===== src/mf_sample_pkg.sv =====
`default_nettype none

package mf_sample_pkg;

    //////////////////////////////
    // Window geometry

    // One BLE bit at 16 samples per bit
    localparam int window_len = 16;

    // 802.15.4 bit length, taken from the newest half of the window
    localparam int short_len = 8;

    //////////////////////////////
    // Widths

    // ADC sample coming out of the band-pass filter
    localparam int sample_w = 4;

    // 16 products of 5b x 4b stay well inside 14 bits
    localparam int corr_w = 14;

    // Sum of four squared correlation sums
    localparam int energy_w = 2 * corr_w;

    //////////////////////////////
    // Types

    typedef logic signed [sample_w-1:0] sample_t;

    // One complex sample, I in the upper half
    typedef struct packed {
        sample_t i;
        sample_t q;
    } iq_sample_t;

    // Entry 0 holds the oldest sample, entry window_len-1 the newest
    typedef iq_sample_t [window_len-1:0] window_t;

    typedef logic signed [corr_w-1:0] corr_sum_t;

    // Squares are never negative, so energy is kept unsigned
    typedef logic [energy_w-1:0] energy_t;

endpackage

`default_nettype wire


===== src/sample_window.sv =====
`timescale 1ns/1ns
`default_nettype none

module sample_window
    import mf_sample_pkg::*;
(
    input  logic       clk,
    input  logic       rst,
    input  iq_sample_t sample_in,
    output window_t    window
);

    //////////////////////////////
    // Shift register
    //
    // Newest sample enters at the top entry, the oldest one
    // falls off entry 0. No enable, a sample arrives every clock.

    always_ff @(posedge clk or negedge rst) begin
        if (!rst) begin
            window <= '0;
        end else begin
            window <= {sample_in, window[window_len-1:1]};
        end
    end

endmodule

`default_nettype wire


===== config.mk =====
export PLATFORM = sky130hd
export DESIGN_NAME = sample_window
export DESIGN_NICKNAME = d
export VERILOG_FILES = /design/src/mf_sample_pkg.sv /design/src/sample_window.sv
export SDC_FILE = /design/constraint.sdc
export NUM_CORES = 1
export LEC_CHECK = 0
export BUFFER_PORTS_ARGS = -buffer_cell sky130_fd_sc_hd__buf_2
export CORE_MARGIN = 4
export CORE_UTILIZATION = 32
export DETAILED_ROUTE_END_ITERATION = 8
export GPL_TIMING_DRIVEN = 0
export PLACE_DENSITY = 0.61
export SETUP_SLACK_MARGIN = 0.2
export SYNTH_ARGS = -nofsm -noshare
export SYNTH_HDL_FRONTEND = slang
export SYNTH_SLANG_ARGS = --single-unit

===== constraint.sdc =====
create_clock -name clk -period 0.8 [get_ports clk]
set_clock_uncertainty 0.05 [all_clocks]
set_input_delay 0.04 -clock clk [delete_from_list [all_inputs] [get_ports clk]]
set_output_delay 0.04 -clock clk [all_outputs]
set_load 0.02 [all_outputs]

Word level (Yosys, flattened, before mapping)
Index checks and enable logic that the tools add are counted.
{"block": "word_totals", "output_inout_bits": 128, "inputBits": 10, "reg_bits": 128, "word_cells": 32}

Logic depth before layout (Yosys ltp)
{"block": "logic_depth", "ltp_word": 0, "mapped_depth": 0}

Worst setup path after synthesis
Ideal clock, no wire load.
{"block": "synth_path", "path_kind": "register -> register", "start": "reg window[8] (netlist bit)", "end": "reg window[0] (netlist bit)", "synth_period_minus_slack_ns": 0.632, "setup_slack_ns": 0.168, "path_buffers": 0, "stages_incl_launch_ff": 1, "required_time_ns": 0.592, "arrival_ns": 0.424, "cell_sequence": "dfrtp_1"}
{"item": "from (decl)", "line_no": "sample_window.sv:10", "text": "output window_t window"}
{"item": "from (signal assigned)", "line_no": "sample_window.sv:23", "text": "window <= {sample_in, window[window_len-1:1]};"}
No word-level cell between the ends.

Worst setup path after layout
{"block": "layout_path", "start": "reg window[14] (netlist bit)", "end": "out window[14] (netlist bit)"}
No word-level cell between the ends.

==> key figures <==
Run status
  • Outcome: finished, violations left
  • Failing checks: hold timing, setup timing

Clock network
  • CTS Buf Count: 17
  • Deepest clock path buffer count: 2
  • Clk_lat worst skew: 0.51 ns
  • CTS tree: done
  • Root buf cell: clkbuf_8
  • Reg clk slew, reported paths: ~0.06 ns
  • Hold-fix buffers, CTS: 8
  • CTS H-Tree Depth: 4
  • Clk sinks: 128

Cells and area
  • Fraction of layout cells with a size suffix above 1: 68.1%
  • #MultiIn Comb: 0
  • Max FFs per register: about 130
  • Largest regs: window x128
  • Nets: 354
  • Register with the most flip-flops: window
  • Area Growth Syn to Fin: 92.0%
  • Diode count: 0
  • Area of the multi-input gates: 0 um2
  • Final core occ: 62.9%
  • Post-Layout Inst Area: 6150 um2
  • Non-Filler Instances: 490

Routing
  • DRT Pass-1 Iters: 2
  • Routed vias: 1959
  • DRC viols: 0
  • Antenna viol nets, final: 0
  • Wire per inst: 17.2 um
  • Initial DRC Count: 38
  • Vias per Instance: around 4.0
  • Detailed Route WL: approximately 8400 um

Synth
  • Yosys reg bits: 128
  • Yosys warns: 0
  • Library cells used by synthesis: 1
  • Post-Syn Area: around 3200 um2
  • Sequential area share after synthesis: 100%
  • Syn avg cell area: ~25 um2
  • Post-Syn Instances: 128
  • Post-Syn Nets: 138

Critical path
  • Max stage delay on crit path: 0.42 ns
  • Reg2Reg Setup Slack: 0.01 ns
  • Worst Path Class, Setup: flip-flop to output pin
  • Crit path capture type: output pin
  • Top delay family on crit path: flip-flops
  • Max stage delay cell, worst path: dfrtp_1
  • CP Max Fanout: 2
  • Critical R2R Capture: window[9]
  • CP Buf/Inv Count: 1
  • Required time of the worst setup path: 0.71 ns
  • Setup crit start kind: flip-flop
  • Reg2reg path depth: 2
  • Worst r2r src: window[17]
  • Critical Path AT: about 1.1 ns
  • Crit-path cells: buf_6

Global route
  • Congestion Overflow GR: 0
  • GRT Util Overall: around 15%
  • Largest net degree at the start of global routing: 70
  • Vias in the first global route: 2226
  • Initial antenna violation count: 0
  • First-pass GRT wire length: 12300 um

STA
  • Tmin final: 1.18 ns
  • Peak Freq: ~850 MHz
  • Final Hold Fails: 128
  • PnR worst setup slack: -0.379 ns
  • RSZ-0062 raised after global routing: true
  • Tcrit/Tclk final: 147%
  • Rel. slew slack: 64.0%
  • Final slew viol count: 0
  • Hold Slack: -0.551 ns
  • TNS Setup: -42.22 ns
  • Slew @ Worst Pin: roughly 0.54 ns
  • Setup Viol. Count Final: 128

Power
  • Worst VDD drop: 1900 uV
  • Pwr Density: about 2800 nW/um2
  • Leak pwr: a little under 3 nW
  • Total power: 0.0170 W

Hold path
  • Hold WC Path Type: input port to asynchronous set/reset pin

Placed design
  • Dpl cell area: just over 4000 um2
  • Detailed placement HPWL: approximately 4200 um
  • Port bufs: 137
  • Placer Congestion: 0.664
  • Placed Cells incl. Taps: between 300 and 400

Die
  • Die Wd: 108 um
  • DIE AREA: around 12000 um2
  • Core area: 9770 um2
  • Starting Density: 32.8%
  • Top Ports: roughly 140
  • FP Rows: 36
  • Die height: around 110 um

Flow run
  • # Max-Cap Violations: 0
[metrics by stage]
stage | worst slack [ns] | hold slack (ns)
5_1_grt | -0.431 | -0.525
4_1_cts | -0.379 | -0.553
3_3_place_gp | -2.05 | 0.0984
2_1_floorplan | 0.168 | -0.306
3_5_place_dp | -0.0471 | -0.00465
6_report | -0.379 | -0.551
[kinds of logic after synthesis]
logic type	share of synthesized area, %
flip-flops	100
[how the worst max path moves through the flow]
stage | startpoint | to | slack, ns | depth (start not counted)
after detailed placement | rst | window[125] | -0.05 | 2
after CTS | window[68] | window[68] | -0.38 | 1
final | window[14] | window[14] | -0.38 | 1
after global placement | rst | window[121] | -2.05 | 1
after global routing | window[14] | window[14] | -0.43 | 1
after floorplan | window[108] | window[100] | 0.17 | 0
[layout by cell type, fill, tap and decap left out, drive strengths merged]
cell         instances
buf                189
dfrtp              128
clkbuf              19
dlygate4sd3          8
bufinv               5
inv                  3
clkinv               3
clkinvlp             2
[Yosys cell counts]
master	instances	area share, %
dfrtp_1	128	100
[layer usage]
metal / vias up / GRT usage, % / share of wire [%]
met1: 991 / 15.6 / 36
met4: 0 / 5.95 / 1.2
met5: - / 0 / 0
met2: 119 / 22.3 / 50
li1: 840 / - / -
met3: 9 / 10.1 / 13
[layout make-up]
| class | count | area, um2 |
|---|---|---|
| timing repair buffer | 197 | 2100 |
| tap | 133 | 166 |
| sequential | 128 | 3230 |
| clock inverter | 13 | 206 |
| clock buffer | 19 | 442 |
| fill | 662 | 3630 |
[repair_timing]
action / 4_1_cts / 5_1_grt
hold endpoints to repair: 136 / 120
endpoints found under the setup margin: 128 / 164
pin swaps: 0 / 0
buffers inserted: 35 / 16
resized for setup: 256 / 32
[where the power goes]
part / internal [W] / leakage [nW] / total [W] / switching (W)
registers: 0.00682 / 1.47 / 0.00709 / 0.000265
logic: 0.000866 / 1.14 / 0.00164 / 0.000773
clock network: 0.00555 / 0.315 / 0.00832 / 0.00277
total: 0.0132 / 2.93 / 0.0170 / 0.00381
No activity file was read; power rests on OpenSTA's default activity.
